### src/rtl/mem_pkg.sv
`default_nettype none

package mem_pkg;

	localparam int addr_width = 32;
	localparam int data_width = 32;
	localparam int bus_width = 64;
	localparam int strb_width = bus_width / 8;
	localparam int reg_addr_width = 5;
	localparam int span_width = 2 * strb_width;

	typedef enum logic [2:0] {
		op_lw = 3'd0,
		op_lh = 3'd1,
		op_lhu = 3'd2,
		op_lb = 3'd3,
		op_lbu = 3'd4,
		op_sw = 3'd5,
		op_sh = 3'd6,
		op_sb = 3'd7
	} mem_op_t;

	// byte address, or 64-bit word index plus lane
	typedef union packed {
		logic [addr_width-1:0] raw;
		struct packed {
			logic [addr_width-4:0] index;
			logic [2:0] offset;
		} part;
	} mem_addr_t;

	function automatic logic is_load(input mem_op_t op);
		return op inside {op_lw, op_lh, op_lhu, op_lb, op_lbu};
	endfunction

	function automatic logic [2:0] access_bytes(input mem_op_t op);
		case (op)
			op_lw, op_sw: return 3'd4;
			op_lh, op_lhu, op_sh: return 3'd2;
			default: return 3'd1;
		endcase
	endfunction

	// lanes of the access before the cut at the group edge
	function automatic logic [span_width-1:0] lane_span(
		input mem_op_t op,
		input logic [2:0] offset
	);
		logic [span_width-1:0] span;
		span = (span_width'(1) << access_bytes(op)) - span_width'(1);
		return span << offset;
	endfunction

	// lanes of the 4-byte group holding the offset
	function automatic logic [strb_width-1:0] group_mask(input logic [2:0] offset);
		return offset[2] ? 8'hf0 : 8'h0f;
	endfunction

	function automatic logic [strb_width-1:0] first_strobe(
		input mem_op_t op,
		input logic [2:0] offset
	);
		logic [span_width-1:0] span;
		span = lane_span(op, offset);
		return span[strb_width-1:0] & group_mask(offset);
	endfunction

	// spill past the group end, folded back into the next group's lanes
	function automatic logic [strb_width-1:0] second_strobe(
		input mem_op_t op,
		input logic [2:0] offset
	);
		logic [span_width-1:0] span;
		span = lane_span(op, offset);
		return (span[strb_width-1:0] & ~group_mask(offset)) | span[span_width-1:strb_width];
	endfunction

endpackage

`default_nettype wire

### src/rtl/beat_if.sv
`timescale 1ns/10ps
`default_nettype none

interface beat_if #(
	parameter int bus_width = mem_pkg::bus_width
);
	import mem_pkg::*;

	logic start;
	logic [addr_width-1:0] addr;
	// a beat with no write lanes set is a read
	logic [bus_width/8-1:0] strb;
	logic [bus_width-1:0] wdata;
	logic finished;
	logic [bus_width-1:0] rdata;

	// per engine completion, merged into finished above the engines
	logic rd_finished;
	logic wr_finished;

	modport planner (
		output start,
		output addr,
		output strb,
		output wdata,
		input finished,
		input rdata
	);

	modport reader (
		input start,
		input addr,
		input strb,
		output rd_finished,
		output rdata
	);

	modport writer (
		input start,
		input addr,
		input strb,
		input wdata,
		output wr_finished
	);

endinterface

`default_nettype wire

### src/rtl/access_planner.sv
`timescale 1ns/10ps
`default_nettype none

module access_planner #(
	parameter int data_width = mem_pkg::data_width,
	parameter int bus_width = 2 * data_width
) (
	input logic clock,
	input logic reset,
	input logic req_valid,
	input mem_pkg::mem_op_t req_op,
	input mem_pkg::mem_addr_t req_addr,
	input logic [data_width-1:0] req_wdata,
	input logic [mem_pkg::reg_addr_width-1:0] req_rd,
	beat_if.planner beat,
	output mem_pkg::mem_op_t op,
	output logic [2:0] offset,
	output logic [mem_pkg::reg_addr_width-1:0] rd_addr,
	output logic [bus_width-1:0] first_rdata,
	output logic done,
	output logic rd_wen
);
	import mem_pkg::*;

	localparam logic [1:0] st_idle = 2'd0;
	localparam logic [1:0] st_first = 2'd1;
	localparam logic [1:0] st_second = 2'd2;

	logic [1:0] state;
	mem_addr_t addr_q;
	logic [data_width-1:0] wdata_q;
	mem_addr_t first_addr;
	mem_addr_t second_addr;
	logic [strb_width-1:0] first_strb;
	logic [strb_width-1:0] second_strb;
	logic split;
	logic [bus_width-1:0] lane_word;
	logic [2*bus_width-1:0] lane_wide;

	// ------------------------------
	// request and first beat data
	always_ff @(posedge clock) begin
		if (state == st_idle && req_valid) begin
			op <= req_op;
			addr_q <= req_addr;
			wdata_q <= req_wdata;
			rd_addr <= req_rd;
		end
		if (state == st_first && beat.finished) begin
			first_rdata <= beat.rdata;
		end
	end

	assign offset = addr_q.part.offset;
	assign first_strb = first_strobe(op, offset);
	assign second_strb = second_strobe(op, offset);
	assign split = (second_strb != '0);

	always_comb begin
		first_addr = addr_q;
		first_addr.part.offset = 3'd0;
		second_addr = first_addr;
		// upper group spills into the next 64-bit word
		if (offset[2]) begin
			second_addr.part.index = first_addr.part.index + {{(addr_width-4){1'b0}}, 1'b1};
		end
	end

	// store word rotated into its lanes, same layout for both beats
	assign lane_word = {{(bus_width-data_width){1'b0}}, wdata_q};
	assign lane_wide = {lane_word, lane_word} << {offset, 3'b000};

	always_comb begin
		beat.addr = (state == st_second) ? second_addr.raw : first_addr.raw;
		beat.wdata = lane_wide[2*bus_width-1:bus_width];
		beat.strb = '0;
		if (!is_load(op)) begin
			beat.strb = (state == st_second) ? second_strb : first_strb;
		end
	end

	// ------------------------------
	// beat sequencing
	always_ff @(posedge clock) begin
		if (reset) begin
			state <= st_idle;
			beat.start <= 1'b0;
			done <= 1'b0;
			rd_wen <= 1'b0;
		end else begin
			beat.start <= 1'b0;
			done <= 1'b0;
			rd_wen <= 1'b0;
			case (state)
				st_idle: begin
					// strobes while busy fall through here unseen
					if (req_valid) begin
						beat.start <= 1'b1;
						state <= st_first;
					end
				end
				st_first: begin
					if (beat.finished) begin
						if (split) begin
							beat.start <= 1'b1;
							state <= st_second;
						end else begin
							done <= 1'b1;
							rd_wen <= is_load(op);
							state <= st_idle;
						end
					end
				end
				default: begin
					if (beat.finished) begin
						done <= 1'b1;
						rd_wen <= is_load(op);
						state <= st_idle;
					end
				end
			endcase
		end
	end

endmodule

`default_nettype wire

### src/rtl/read_engine.sv
`timescale 1ns/10ps
`default_nettype none

module read_engine #(
	parameter int data_width = mem_pkg::data_width,
	parameter int bus_width = 2 * data_width
) (
	input logic clock,
	input logic reset,
	beat_if.reader beat,
	output logic ar_valid,
	output logic [mem_pkg::addr_width-1:0] ar_addr,
	input logic ar_ready,
	output logic r_ready,
	input logic r_valid,
	input logic [bus_width-1:0] r_data
);

	localparam logic [1:0] st_idle = 2'd0;
	localparam logic [1:0] st_address = 2'd1;
	localparam logic [1:0] st_data = 2'd2;
	localparam logic [1:0] st_finish = 2'd3;

	logic [1:0] state;
	logic read_start;

	// reads carry no write lanes
	assign read_start = beat.start && (beat.strb == '0);

	always_ff @(posedge clock) begin
		if (reset) begin
			state <= st_idle;
		end else begin
			case (state)
				st_idle: begin
					if (read_start) begin
						state <= st_address;
					end
				end
				st_address: begin
					if (ar_ready) begin
						state <= st_data;
					end
				end
				st_data: begin
					if (r_valid) begin
						state <= st_finish;
					end
				end
				default: begin
					state <= st_idle;
				end
			endcase
		end
	end

	// beat payload
	always_ff @(posedge clock) begin
		if (state == st_idle && read_start) begin
			ar_addr <= beat.addr;
		end
		if (r_valid && r_ready) begin
			beat.rdata <= r_data;
		end
	end

	assign ar_valid = (state == st_address);
	assign r_ready = (state == st_data);
	assign beat.rd_finished = (state == st_finish);

endmodule

`default_nettype wire

### src/rtl/write_engine.sv
`timescale 1ns/10ps
`default_nettype none

module write_engine #(
	parameter int data_width = mem_pkg::data_width,
	parameter int bus_width = 2 * data_width
) (
	input logic clock,
	input logic reset,
	beat_if.writer beat,
	output logic aw_valid,
	output logic [mem_pkg::addr_width-1:0] aw_addr,
	input logic aw_ready,
	output logic w_valid,
	output logic [bus_width-1:0] w_data,
	output logic [bus_width/8-1:0] w_strb,
	input logic w_ready,
	output logic b_ready,
	input logic b_valid
);

	localparam logic [1:0] st_idle = 2'd0;
	localparam logic [1:0] st_send = 2'd1;
	localparam logic [1:0] st_resp = 2'd2;
	localparam logic [1:0] st_finish = 2'd3;

	logic [1:0] state;
	logic write_start;
	logic aw_pending;
	logic w_pending;

	assign write_start = beat.start && (beat.strb != '0);

	// still waiting after this cycle
	assign aw_pending = aw_valid && !aw_ready;
	assign w_pending = w_valid && !w_ready;

	// ------------------------------
	// address and data run independently
	always_ff @(posedge clock) begin
		if (reset) begin
			state <= st_idle;
			aw_valid <= 1'b0;
			w_valid <= 1'b0;
		end else begin
			case (state)
				st_idle: begin
					if (write_start) begin
						aw_valid <= 1'b1;
						w_valid <= 1'b1;
						state <= st_send;
					end
				end
				st_send: begin
					aw_valid <= aw_pending;
					w_valid <= w_pending;
					if (!aw_pending && !w_pending) begin
						state <= st_resp;
					end
				end
				st_resp: begin
					if (b_valid) begin
						state <= st_finish;
					end
				end
				default: begin
					state <= st_idle;
				end
			endcase
		end
	end

	always_ff @(posedge clock) begin
		if (state == st_idle && write_start) begin
			aw_addr <= beat.addr;
			w_data <= beat.wdata;
			w_strb <= beat.strb;
		end
	end

	// response accepted only once both channels are through
	assign b_ready = (state == st_resp);
	assign beat.wr_finished = (state == st_finish);

endmodule

`default_nettype wire

### src/rtl/load_merge.sv
`timescale 1ns/10ps
`default_nettype none

module load_merge #(
	parameter int data_width = mem_pkg::data_width,
	parameter int bus_width = 2 * data_width
) (
	input mem_pkg::mem_op_t op,
	input logic [2:0] offset,
	input logic [bus_width-1:0] first_rdata,
	input logic [bus_width-1:0] last_rdata,
	output logic [data_width-1:0] rd_data
);
	import mem_pkg::*;

	logic [strb_width-1:0] first_strb;
	logic [strb_width-1:0] second_strb;
	logic [bus_width-1:0] merged;
	logic [2*bus_width-1:0] wide;
	logic [data_width-1:0] aligned;

	assign first_strb = first_strobe(op, offset);
	assign second_strb = second_strobe(op, offset);

	// ------------------------------
	// lane gather, each lane from at most one beat
	always_comb begin
		for (int i = 0; i < strb_width; i++) begin
			if (first_strb[i]) begin
				merged[8*i +: 8] = first_rdata[8*i +: 8];
			end else if (second_strb[i]) begin
				merged[8*i +: 8] = last_rdata[8*i +: 8];
			end else begin
				merged[8*i +: 8] = 8'h00;
			end
		end
	end

	// rotate so the lowest accessed byte lands in bit 0
	assign wide = {merged, merged} >> {offset, 3'b000};
	assign aligned = wide[data_width-1:0];

	// ------------------------------
	// sign or zero extension
	always_comb begin
		case (op)
			op_lh: begin
				rd_data = {{(data_width-16){aligned[15]}}, aligned[15:0]};
			end
			op_lhu: begin
				rd_data = {{(data_width-16){1'b0}}, aligned[15:0]};
			end
			op_lb: begin
				rd_data = {{(data_width-8){aligned[7]}}, aligned[7:0]};
			end
			op_lbu: begin
				rd_data = {{(data_width-8){1'b0}}, aligned[7:0]};
			end
			default: begin
				rd_data = aligned;
			end
		endcase
	end

endmodule

`default_nettype wire

### src/rtl/mem_stage.sv
`timescale 1ns/10ps
`default_nettype none

module mem_stage #(
	parameter int data_width = mem_pkg::data_width,
	parameter int bus_width = mem_pkg::bus_width
) (
	input logic clock,
	input logic reset,
	// request
	input logic req_valid,
	input mem_pkg::mem_op_t req_op,
	input logic [mem_pkg::addr_width-1:0] req_addr,
	input logic [data_width-1:0] req_wdata,
	input logic [mem_pkg::reg_addr_width-1:0] req_rd,
	// response
	output logic done,
	output logic rd_wen,
	output logic [mem_pkg::reg_addr_width-1:0] rd_addr,
	output logic [data_width-1:0] rd_data,
	// read channels
	output logic ar_valid,
	output logic [mem_pkg::addr_width-1:0] ar_addr,
	input logic ar_ready,
	output logic r_ready,
	input logic r_valid,
	input logic [bus_width-1:0] r_data,
	// write channels
	output logic aw_valid,
	output logic [mem_pkg::addr_width-1:0] aw_addr,
	input logic aw_ready,
	output logic w_valid,
	output logic [bus_width-1:0] w_data,
	output logic [bus_width/8-1:0] w_strb,
	input logic w_ready,
	output logic b_ready,
	input logic b_valid
);
	import mem_pkg::*;

	mem_op_t op;
	logic [2:0] offset;
	logic [bus_width-1:0] first_rdata;

	beat_if #(.bus_width(bus_width)) beat ();

	// only one engine is ever busy
	assign beat.finished = beat.rd_finished | beat.wr_finished;

	access_planner #(
		.data_width(data_width),
		.bus_width(bus_width)
	) access_planner_inst (
		.clock(clock),
		.reset(reset),
		.req_valid(req_valid),
		.req_op(req_op),
		.req_addr(req_addr),
		.req_wdata(req_wdata),
		.req_rd(req_rd),
		.beat(beat.planner),
		.op(op),
		.offset(offset),
		.rd_addr(rd_addr),
		.first_rdata(first_rdata),
		.done(done),
		.rd_wen(rd_wen)
	);

	read_engine #(
		.data_width(data_width),
		.bus_width(bus_width)
	) read_engine_inst (
		.clock(clock),
		.reset(reset),
		.beat(beat.reader),
		.ar_valid(ar_valid),
		.ar_addr(ar_addr),
		.ar_ready(ar_ready),
		.r_ready(r_ready),
		.r_valid(r_valid),
		.r_data(r_data)
	);

	write_engine #(
		.data_width(data_width),
		.bus_width(bus_width)
	) write_engine_inst (
		.clock(clock),
		.reset(reset),
		.beat(beat.writer),
		.aw_valid(aw_valid),
		.aw_addr(aw_addr),
		.aw_ready(aw_ready),
		.w_valid(w_valid),
		.w_data(w_data),
		.w_strb(w_strb),
		.w_ready(w_ready),
		.b_ready(b_ready),
		.b_valid(b_valid)
	);

	// last beat data is still held in the read engine at done
	load_merge #(
		.data_width(data_width),
		.bus_width(bus_width)
	) load_merge_inst (
		.op(op),
		.offset(offset),
		.first_rdata(first_rdata),
		.last_rdata(beat.rdata),
		.rd_data(rd_data)
	);

endmodule

`default_nettype wire

### config.mk
export PLATFORM = sky130hd
export DESIGN_NAME = mem_stage
export DESIGN_NICKNAME = d
export VERILOG_FILES = /design/src/rtl/mem_pkg.sv /design/src/rtl/beat_if.sv /design/src/rtl/access_planner.sv /design/src/rtl/read_engine.sv /design/src/rtl/write_engine.sv /design/src/rtl/load_merge.sv /design/src/rtl/mem_stage.sv
export SDC_FILE = /design/constraint.sdc
export NUM_CORES = 1
export LEC_CHECK = 0
export BUFFER_PORTS_ARGS = -buffer_cell sky130_fd_sc_hd__buf_2
export CAP_MARGIN = 30
export CORE_UTILIZATION = 44
export CTS_BUF_LIST = sky130_fd_sc_hd__clkbuf_4 sky130_fd_sc_hd__clkbuf_8
export CTS_CLUSTER_DIAMETER = 40
export DETAILED_ROUTE_END_ITERATION = 12
export PLACE_DENSITY = 0.67
export SLEW_MARGIN = 10
export SYNTH_ARGS = -nofsm -noshare
export SYNTH_HDL_FRONTEND = slang
export SYNTH_SLANG_ARGS = --single-unit
### constraint.sdc
create_clock -name clock -period 10.7 [get_ports clock]
set_clock_uncertainty 0.15 [all_clocks]
set_input_delay 2.14 -clock clock [delete_from_list [all_inputs] [get_ports clock]]
set_output_delay 2.14 -clock clock [all_outputs]
set_load 0.1 [all_outputs]
-- Word level (Yosys, flattened, before mapping)
Index checks and enable logic that the tools add are counted.
- bits of input ports: 144
- word-level logic and storage cells: 132
- output and inout bits: 180
- register bits: 347
- bitwise logic cells: 5
- muxes and demuxes: 51
- equal/unequal tests: 22
- add/sub/neg operators: 2
- reduce and logical (&&, ||, !) cells: 30
- shifts and indexed selects: 4
- operators with widths (cell ; count):
    $mux W8 ; 19
    $pmux W32 S4 ; 1
    $shl A96 B6 Y128 ; 1
    $shr A128 B6 Y32 ; 1
    $mux W32 ; 1
    $add A29 B1 Y29 const B ; 1
    $mux W29 ; 1
    $mux W2 ; 10
    $and A8 B8 Y8 ; 2
    $reduce_bool A8 Y1 ; 2
    $shl A1 B3 Y16 const A ; 1
    $shl A16 B3 Y16 ; 1
    $sub A16 B2 Y16 const B ; 1
    $ne A2 B1 Y1 const B ; 6
    $pmux W2 S3 ; 2
    $eq A2 B2 Y1 const B ; 5
    $logic_and A1 B1 Y1 ; 10
    $mux W1 ; 10
    $pmux W1 S2 ; 5
    $eq A3 B3 Y1 const B ; 3
    $reduce_and A3 Y1 ; 3
    $logic_not A8 Y1 ; 1
    $not A8 Y8 ; 1
    $or A8 B8 Y8 ; 1
    15 further kinds ; 25

-- Longest topological paths before layout
Gate-level depths: netlist of run 1.
- depth after elaboration: 14
- gate-level depth with buffers: 11
- gate-level depth less buffers: 8

-- By module
Synthesis of run 1 repeated with hierarchy kept, for this count alone.
- cell total of the unflattened synthesis: 1269
- area total of the unflattened synthesis: 16151.7 um^2
- by module, submodules not included (module ; instances ; cells an instance ; area each (um^2) ; sequential area each (um^2)):
    access_planner ; 1 ; 543 ; 6565.0 ; 4184.0
    write_engine ; 1 ; 138 ; 3460.8 ; 3203.1
    read_engine ; 1 ; 119 ; 3085.5 ; 2922.8
    load_merge ; 1 ; 468 ; 3034.2 ; 0.0
    mem_stage ; 1 ; 1 ; 6.3 ; 0.0

-- Worst setup path before layout of run 1
Ideal clock, no wire load.
- path type: register to register
- from: register access_planner_inst.addr_q[1] (netlist name)
- to: register write_engine_inst.aw_addr[10] (netlist name), enable pin
- slack: 1.357 ns
- arrival: 8.509 ns
- path buffers: 2
- required time: 9.866 ns
- setup time: 0.684 ns
- cell stages (with the launch flop): 9
- period minus slack after synthesis: 9.343 ns
- cell sequence: edfxtp_1 -> buf_2 -> buf_2 -> nand2_1 -> o32ai_1 -> or3_1 -> o311ai_1 -> and3_1 -> nor3_1
- word-level cells in the longest chain between the ends: 8
- elaborated cells between the ends (all ways): 9
- those cells by class: shift: 1; mux: 2; bitwise: 3; reduce/logical: 3
- RTL lines (item ; line ; source):
    start: declaration ; access_planner.sv:30 ; mem_addr_t addr_q;
    start signal: assignment ; access_planner.sv:45 ; addr_q <= req_addr;
    $shl A16 B3 Y16 (*) ; mem_pkg.sv:51 ; return span << offset;
    $and A8 B8 Y8 ; mem_pkg.sv:75 ; return (span[strb_width-1:0] & ~group_mask(offset)) | span[span_width-1:strb_width];
    $or A8 B8 Y8 ; mem_pkg.sv:75 ;
    $mux W8 (*) ; access_planner.sv:78 ; beat.strb = (state == st_second) ? second_strb : first_strb;
    $mux W8 (*) ; access_planner.sv:77 ; if (!is_load(op)) begin
    $reduce_bool A8 Y1 (*) ; write_engine.sv:32 ; assign write_start = beat.start && (beat.strb != '0);
    $logic_and A1 B1 Y1 (*) ; write_engine.sv:32 ;
    $logic_and A1 B1 Y1 (*) ; write_engine.sv:74 ; if (state == st_idle && write_start) begin
    end signal: assignment ; write_engine.sv:75 ; aw_addr <= beat.addr;
    end: declaration ; write_engine.sv:12 ; output logic [mem_pkg::addr_width-1:0] aw_addr,
Mark *: on every way between the ends. The rest lies on a longest branch, timed or not.
A chain may end at the register's enable or synchronous reset.

-- Worst setup path after layout of run 1
- from: register access_planner_inst.addr_q[2] (netlist name)
- to: output rd_data[20]
- word-level cells in the longest chain between the ends: 8
- elaborated cells between the ends (all ways): 24
- those cells by class: shift: 2; mux: 18; bitwise: 4
- RTL lines (item ; line ; source):
    branches (longest 6 deep; another with $shl A16 B3 Y16) ; n/a ;
    $shr A128 B6 Y32 (*) ; load_merge.sv:40 ; assign wide = {merged, merged} >> {offset, 3'b000};
    $pmux W32 S4 (*) ; load_merge.sv:46 ; case (op)
    end: declaration ; mem_stage.sv:20 ; output logic [data_width-1:0] rd_data,
Every way passes the cells marked *.

==> results.tsv, run 1 <==
stage	metric	value	unit
cts	Clock Latency Late Sink	0.63	ns
layout	number of diodes	0	
layout	Multi-input gate area	4940	um^2
detailed_routing	total iterations of the first detailed-routing run	6	
detailed_routing	DRC	0	
critical_path	Setup crit end kind	output pin	
pwr	PD cells	192	nW/um^2
cts	Hold Buf Count CTS	0	
floorplan	# IOs	324	
sta	Setup-failing EPs final	0	
layout	Fill cells	2936	
floorplan	die span in x	190	um
critical_path	Worst Path Max Fanout	52	
sta	Tmin final	7.26	ns
cts	Clock Pin Slew Worst Setup and Hold Paths	0.06	ns
place	hpwl dp	30200	um
global_routing	GRT Overall Usage	24.2	%
cts	H-tree levels	2	
global_routing	first-pass GRT wire length	65600	um
logic_synthesis	Primary FF master, synth	edfxtp_1	
critical_path	WS Path Type	flop to output pin	
global_routing	vias in the first global route	11400	
pwr	Max IR drop VDD	0.000120	V
sta	fmax	138	MHz
detailed_routing	initial drt markers	1057	
cts	Resized cells post-CTS	0	
critical_path	Worst Reg-to-Reg Cells	11	
floorplan	Initial Util	44.8	%
detailed_routing	Avg WL per Cell	21.7	um
logic_synthesis	Mapped Cells	1203	
layout	Final Net Count	1679	
place	Placer Congestion	0.975	
layout	share of layout cells above drive strength 1	30.8	%
logic_synthesis	synth unique cells	76	
critical_path	Arrival @ worst endpoint	4.97	ns
detailed_routing	Via Count	11800	
global_routing	Overflow after GRT	0	
sta	fin. max-slew vios	0	
floorplan	row cnt	68	
cts	CTS Buf Count	58	
critical_path	CP required	8.41	ns
logic_synthesis	Syn Area/Cell	12.9	um^2
logic_synthesis	Post-synth ARST share	0	%
detailed_routing	total routed wirelength	43800	um
pwr	LEAKAGE	6.91	nW
critical_path	Critical Path Source Type	flop	
floorplan	placeable core region	34600	um^2
cts	postcts setup bufs	0	
detailed_routing	Final ANT Viol Nets	0	
logic_synthesis	Netlist Area Pre-Place	15500	um^2
logic_synthesis	post-synthesis register bit count	341	
logic_synthesis	sequential fraction of the synthesis area	65.3	%
hold_path	Worst Hold Class	flop to flop	
cts	CTS tree	done	
cts	CTS Buffer Depth	3	
layout	sequential cell area	10100	um^2
sta	Fin. Hold Viols	0	
run	Max-Cap Viols	0	
sta	slew of the pin with the lowest slew margin	1.07	ns
cts	clock root cell	clkbuf_8	
logic_synthesis	Yosys Warn Count	0	
layout	Area Growth Syn to Fin	20.9	%
global_routing	antenna violations before repair	0	
place	# port buffers	317	
cts	CTS sink count	341	
detailed_routing	vias per cell	5.84	
logic_synthesis	Post-synth EDFFs	330	
sta	Hold Slack	0.268	ns
sta	crit share post-route	67.8	%
floorplan	die area	36000	um^2
sta	TNS Setup	0	ns
status	status	finished clean	
floorplan	DIE HEIGHT	190	um
global_routing	largest net degree at the start of global routing	99	
sta	RSZ-0062 raised after global routing	false	
sta	Slew HR	28.1	%
hold_path	worst hold path cell count	0	
==> layout make-up <==
type,count,share of cell area (%)
inverter,23,0.467
clock inverter,33,1.73
timing repair buffer,344,9.68
clock buffer,70,4.77
tap,455,3.03
multi-input combinational,755,26.3
sequential,341,54.0
==> sequential cells by signal (all words and copies together), names as in the netlist, 3 cells and up <==
name                             cells
access_planner_inst.first_rdata     64
read_engine_inst.beat.rdata         64
write_engine_inst.w_data            64
access_planner_inst.addr_q          32
access_planner_inst.wdata_q         32
read_engine_inst.ar_addr            29
write_engine_inst.aw_addr           29
write_engine_inst.w_strb             8
access_planner_inst.rd_addr          5
access_planner_inst.op               3
==> worst max-delay path, cell delays in order, from the launching register on <==
cell and delay (ns):
edfxtp_1 0.86, buf_4 0.63, buf_4 0.62, mux2i_1 0.16, nor2_1 0.16, a22oi_1 0.13
a221oi_2 0.35, nand4_2 0.54, o211ai_1 0.34, buf_2 0.47
==> cell usage after synthesis, types with 17 or more instances <==
cell / number / area share [%]
a211oi_1: 28 / 1.4
a21oi_1: 64 / 2.1
a221oi_1: 25 / 1.4
a22oi_1: 33 / 1.6
buf_2: 18 / 0.58
clkbuf_1: 48 / 1.2
edfxtp_1: 330 / 64
inv_1: 21 / 0.51
mux2_2: 29 / 2.1
mux2i_1: 27 / 1.7
nand2_1: 109 / 2.6
nand3_1: 45 / 1.5
nor2_1: 58 / 1.4
o21ai_0: 86 / 2.8
xnor2_1: 17 / 0.96
==> through the flow <==
step / cell area (um^2) / worst slack (ns) / utilization [%] / total power, W / instances
after floorplan: 15500 / 1.36 / - / 0.00223 / 1211
after global routing: 18800 / 3.12 / 54.2 / 0.00375 / 2021
after CTS: 18700 / 3.23 / 54.1 / 0.00363 / 2019
after detailed placement: 17500 / 3.94 / 50.5 / 0.00240 / 1916
after global placement: 17500 / 4.09 / 50.5 / 0.00239 / 1916
final: 18800 / 3.44 / 54.2 / 0.00361 / 2021
==> routing by layer <==
metal  share of wire, %  track usage (%)  vias up
met5                  0                0        -
met4                4.0             9.96        0
met3                9.3             5.64      116
met2                 47             38.7      685
met1                 40             31.7     5663
li1                   -                -     5346
==> cell families (layout without fill, tap and decap cells) <==
| group | Yosys count | in the layout | synth area share [%] |
|---|---|---|---|
| other | 2 | 10 | 0.0484 |
| xor gates and xnor gates | 29 | 29 | 1.69 |
| muxes | 57 | 57 | 3.99 |
| and+or+nand+nor | 286 | 286 | 8.62 |
| AOI/OAI and AO/OA | 361 | 361 | 16.2 |
| adders and majority gates | 12 | 12 | 0.968 |
| DFF | 341 | 341 | 65.3 |
| buffers and inverters | 115 | 470 | 3.22 |
==> layout by cell type, fill, tap and decap left out, types with 29 or more instances in the layout <==
| master | Yosys | routed |
|---|---|---|
| edfxtp_1 | 330 | 330 |
| buf_2 | 18 | 317 |
| nand2_1 | 109 | 109 |
| o21ai_0 | 86 | 86 |
| a21oi_1 | 64 | 64 |
| clkbuf_8 | 0 | 59 |
| nor2_1 | 58 | 57 |
| nand3_1 | 45 | 45 |
| a22oi_1 | 33 | 33 |
| mux2_2 | 29 | 29 |
==> worst paths after layout <==
kind	from	to	slack, ns
min reg2reg	read_engine_inst.beat.rdata[31]	access_planner_inst.first_rdata[31]	0.27
max	access_planner_inst.addr_q[2]	rd_data[20]	3.44
min	read_engine_inst.beat.rdata[31]	access_planner_inst.first_rdata[31]	0.27
max reg2reg	access_planner_inst.addr_q[2]	write_engine_inst.w_data[55]	5.24
==> power by group <==
group	leakage, nW	total, W	internal (W)	switching, W
registers	3.12	0.00159	0.00155	0.0000425
logic	3.18	0.000788	0.000163	0.000625
clock network	0.607	0.00123	0.000700	0.000527
No activity file was read; power rests on OpenSTA's default activity.
==> inputs of run 2 (changes only) <==
Clock period 10.7 ns to 6.9 ns, I/O delays scaled along.
==> run 2 against run 1 <==
Against the previous run: sequential power is 55% higher; register-to-register slack worse by 2.4 ns; design area hardly changed; via count is 1.5% lower; global-route usage is 0.20 points lower; total power is 54% higher; sequential share of layout area hardly changed; critical path depth stayed put; flip-flop and latch count stayed put; die area stayed put; hold slack better by 0.011 ns; clock power is 50% higher.
==> results.tsv, run 2 (synthesis results as in run 1) <==
stage	metric	value	unit
floorplan	# IOs	324	
critical_path	CP required	5.37	ns
place	DP Area	17500	um^2
place	Placer Congestion	0.972	
cts	CTS Buf Count	58	
layout	Multi-input gate area	4940	um^2
layout	share of layout cells above drive strength 1	31.4	%
cts	postcts setup bufs	0	
layout	Fill cells	2932	
sta	Fin. Hold Viols	0	
critical_path	max incr delay on CP	0.61	ns
critical_path	critical path endpoint	rd_data[13]	
critical_path	Critical Path Source Type	flop	
cts	CTS Buffer Depth	3	
sta	fmax	165	MHz
critical_path	worst-path cell chain	buf_4 -> nor2_2 -> o311ai_2 -> mux2_2 -> nand2_1 -> a221o_1 -> o211a_1 -> o21ai_1 -> buf_2	
cts	Clock Pin Slew Worst Setup and Hold Paths	0.06	ns
critical_path	Critical R2R Launch	access_planner_inst.addr_q[1]	
cts	Hold Buf Count CTS	0	
pwr	PD cells	295	nW/um^2
sta	fin. max-slew vios	0	
critical_path	Arrival @ worst endpoint	4.55	ns
sta	Setup-failing EPs final	0	
critical_path	R2R Setup Slk	2.81	ns
place	hpwl dp	31000	um
floorplan	die span in x	190	um
detailed_routing	DRC	0	
critical_path	Worst Path Max Fanout	54	
sta	Hold Slack	0.279	ns
cts	Clock Latency Late Sink	0.67	ns
cts	clock root cell	clkbuf_8	
sta	slew of the pin with the lowest slew margin	1.15	ns
floorplan	die area	36000	um^2
critical_path	Setup crit end kind	output pin	
global_routing	vias in the first global route	11100	
pwr	Max IR drop VDD	0.000244	V
detailed_routing	initial drt markers	1218	
cts	Resized cells post-CTS	0	
global_routing	first-pass GRT wire length	64400	um
layout	Area Growth Syn to Fin	21.0	%
cts	CTS tree	done	
critical_path	Worst Reg-to-Reg Cells	8	
layout	sequential cell area	10100	um^2
critical_path	slowest cell on the critical path	buf_4	
global_routing	Overflow after GRT	0	
layout	Final Net Count	1680	
layout	leading cell types in the layout, fill and taps excluded	330 x edfxtp_1, 317 x buf_2, 109 x nand2_1, 86 x o21ai_0, 64 x a21oi_1	
sta	crit share post-route	88.1	%
sta	Tmin final	6.08	ns
cts	CTS sink count	341	
sta	TNS Setup	0	ns
run	Max-Cap Viols	0	
critical_path	Setup crit start	access_planner_inst.addr_q[1]	
layout	commonest non-fill, non-tap cell in the layout	edfxtp_1	
critical_path	WS Path Type	flop to output pin	
cts	H-tree levels	2	
sta	Slew HR	22.9	%
sta	RSZ-0062 raised after global routing	false	
global_routing	GRT Overall Usage	24.0	%
global_routing	largest net degree at the start of global routing	98	
floorplan	placeable core region	34600	um^2
detailed_routing	vias per cell	5.74	
pwr	LEAKAGE	6.94	nW
detailed_routing	Avg WL per Cell	21.7	um
status	status	finished clean	
hold_path	Worst Hold Class	flop to flop	
floorplan	Initial Util	44.8	%
critical_path	FF-to-FF End	write_engine_inst.w_data[2]	
global_routing	antenna violations before repair	1	
place	# port buffers	317	
layout	Largest regs	access_planner_inst.first_rdata x64, read_engine_inst.beat.rdata x64, write_engine_inst.w_data x64	
detailed_routing	total routed wirelength	43900	um
detailed_routing	Via Count	11600	
floorplan	DIE HEIGHT	190	um
floorplan	row cnt	68	
detailed_routing	Final ANT Viol Nets	0	
detailed_routing	total iterations of the first detailed-routing run	6	
layout	cell area after layout	18800	um^2
-- run 2: layer usage --
| metal | global-route usage [%] | up-vias | part of all wire, % |
|---|---|---|---|
| met5 | 0 | - | 0 |
| li1 | - | 5332 | - |
| met3 | 5.63 | 132 | 8.6 |
| met1 | 31.1 | 5525 | 41 |
| met4 | 11.5 | 0 | 4.9 |
| met2 | 38.0 | 638 | 46 |
-- run 2: through the flow --
stage | setup slack, ns | utilization (%) | instances | total power [W]
floorplan | 0.673 | - | 1211 | 0.00346
global placement | 1.73 | 50.6 | 1917 | 0.00371
detailed placement | 1.66 | 50.6 | 1917 | 0.00372
CTS | 0.894 | 54.0 | 2023 | 0.00558
global route | 0.601 | 54.2 | 2026 | 0.00575
finish | 0.822 | 54.2 | 2026 | 0.00554
-- run 2: layout make-up --
cell class / count / share of cell area, %
diodes: 1 / 0.0133
clock buffers: 69 / 4.69
clock inverters: 37 / 1.67
inverters: 23 / 0.467
multi-input cells: 755 / 26.3
flip-flops and latches: 341 / 54.0
well taps: 455 / 3.03
repair buffers: 345 / 9.85
-- run 2: worst min path at each step --
stage / to / startpoint / cells past startpoint / slack, ns
global route: access_planner_inst.first_rdata[28] / read_engine_inst.beat.rdata[28] / 0 / 0.30
floorplan: access_planner_inst.first_rdata[28] / read_engine_inst.beat.rdata[28] / 0 / 0.25
finish: access_planner_inst.first_rdata[31] / read_engine_inst.beat.rdata[31] / 0 / 0.28
CTS: access_planner_inst.first_rdata[31] / read_engine_inst.beat.rdata[31] / 0 / 0.28
global placement: access_planner_inst.first_rdata[31] / read_engine_inst.beat.rdata[31] / 0 / 0.26
detailed placement: access_planner_inst.first_rdata[31] / read_engine_inst.beat.rdata[31] / 0 / 0.27
-- run 2: worst max-delay path, delay by kind of cell (launching register included) --
| kind | cells | cell delay, ns |
|---|---|---|
| DFF | 1 | 0.57 |
| and+or+nand+nor | 2 | 0.31 |
| muxes | 1 | 0.56 |
| AOI/OAI and AO/OA | 4 | 1.32 |
| buffers and inverters | 2 | 1.11 |
-- run 2: power breakdown --
| group | leakage, nW | switching (W) | internal, W | total, W |
|---|---|---|---|---|
| Sequential | 3.12 | 0.0000647 | 0.00240 | 0.00247 |
| Clock | 0.624 | 0.000835 | 0.00101 | 0.00185 |
| Combinational | 3.19 | 0.000971 | 0.000256 | 0.00123 |
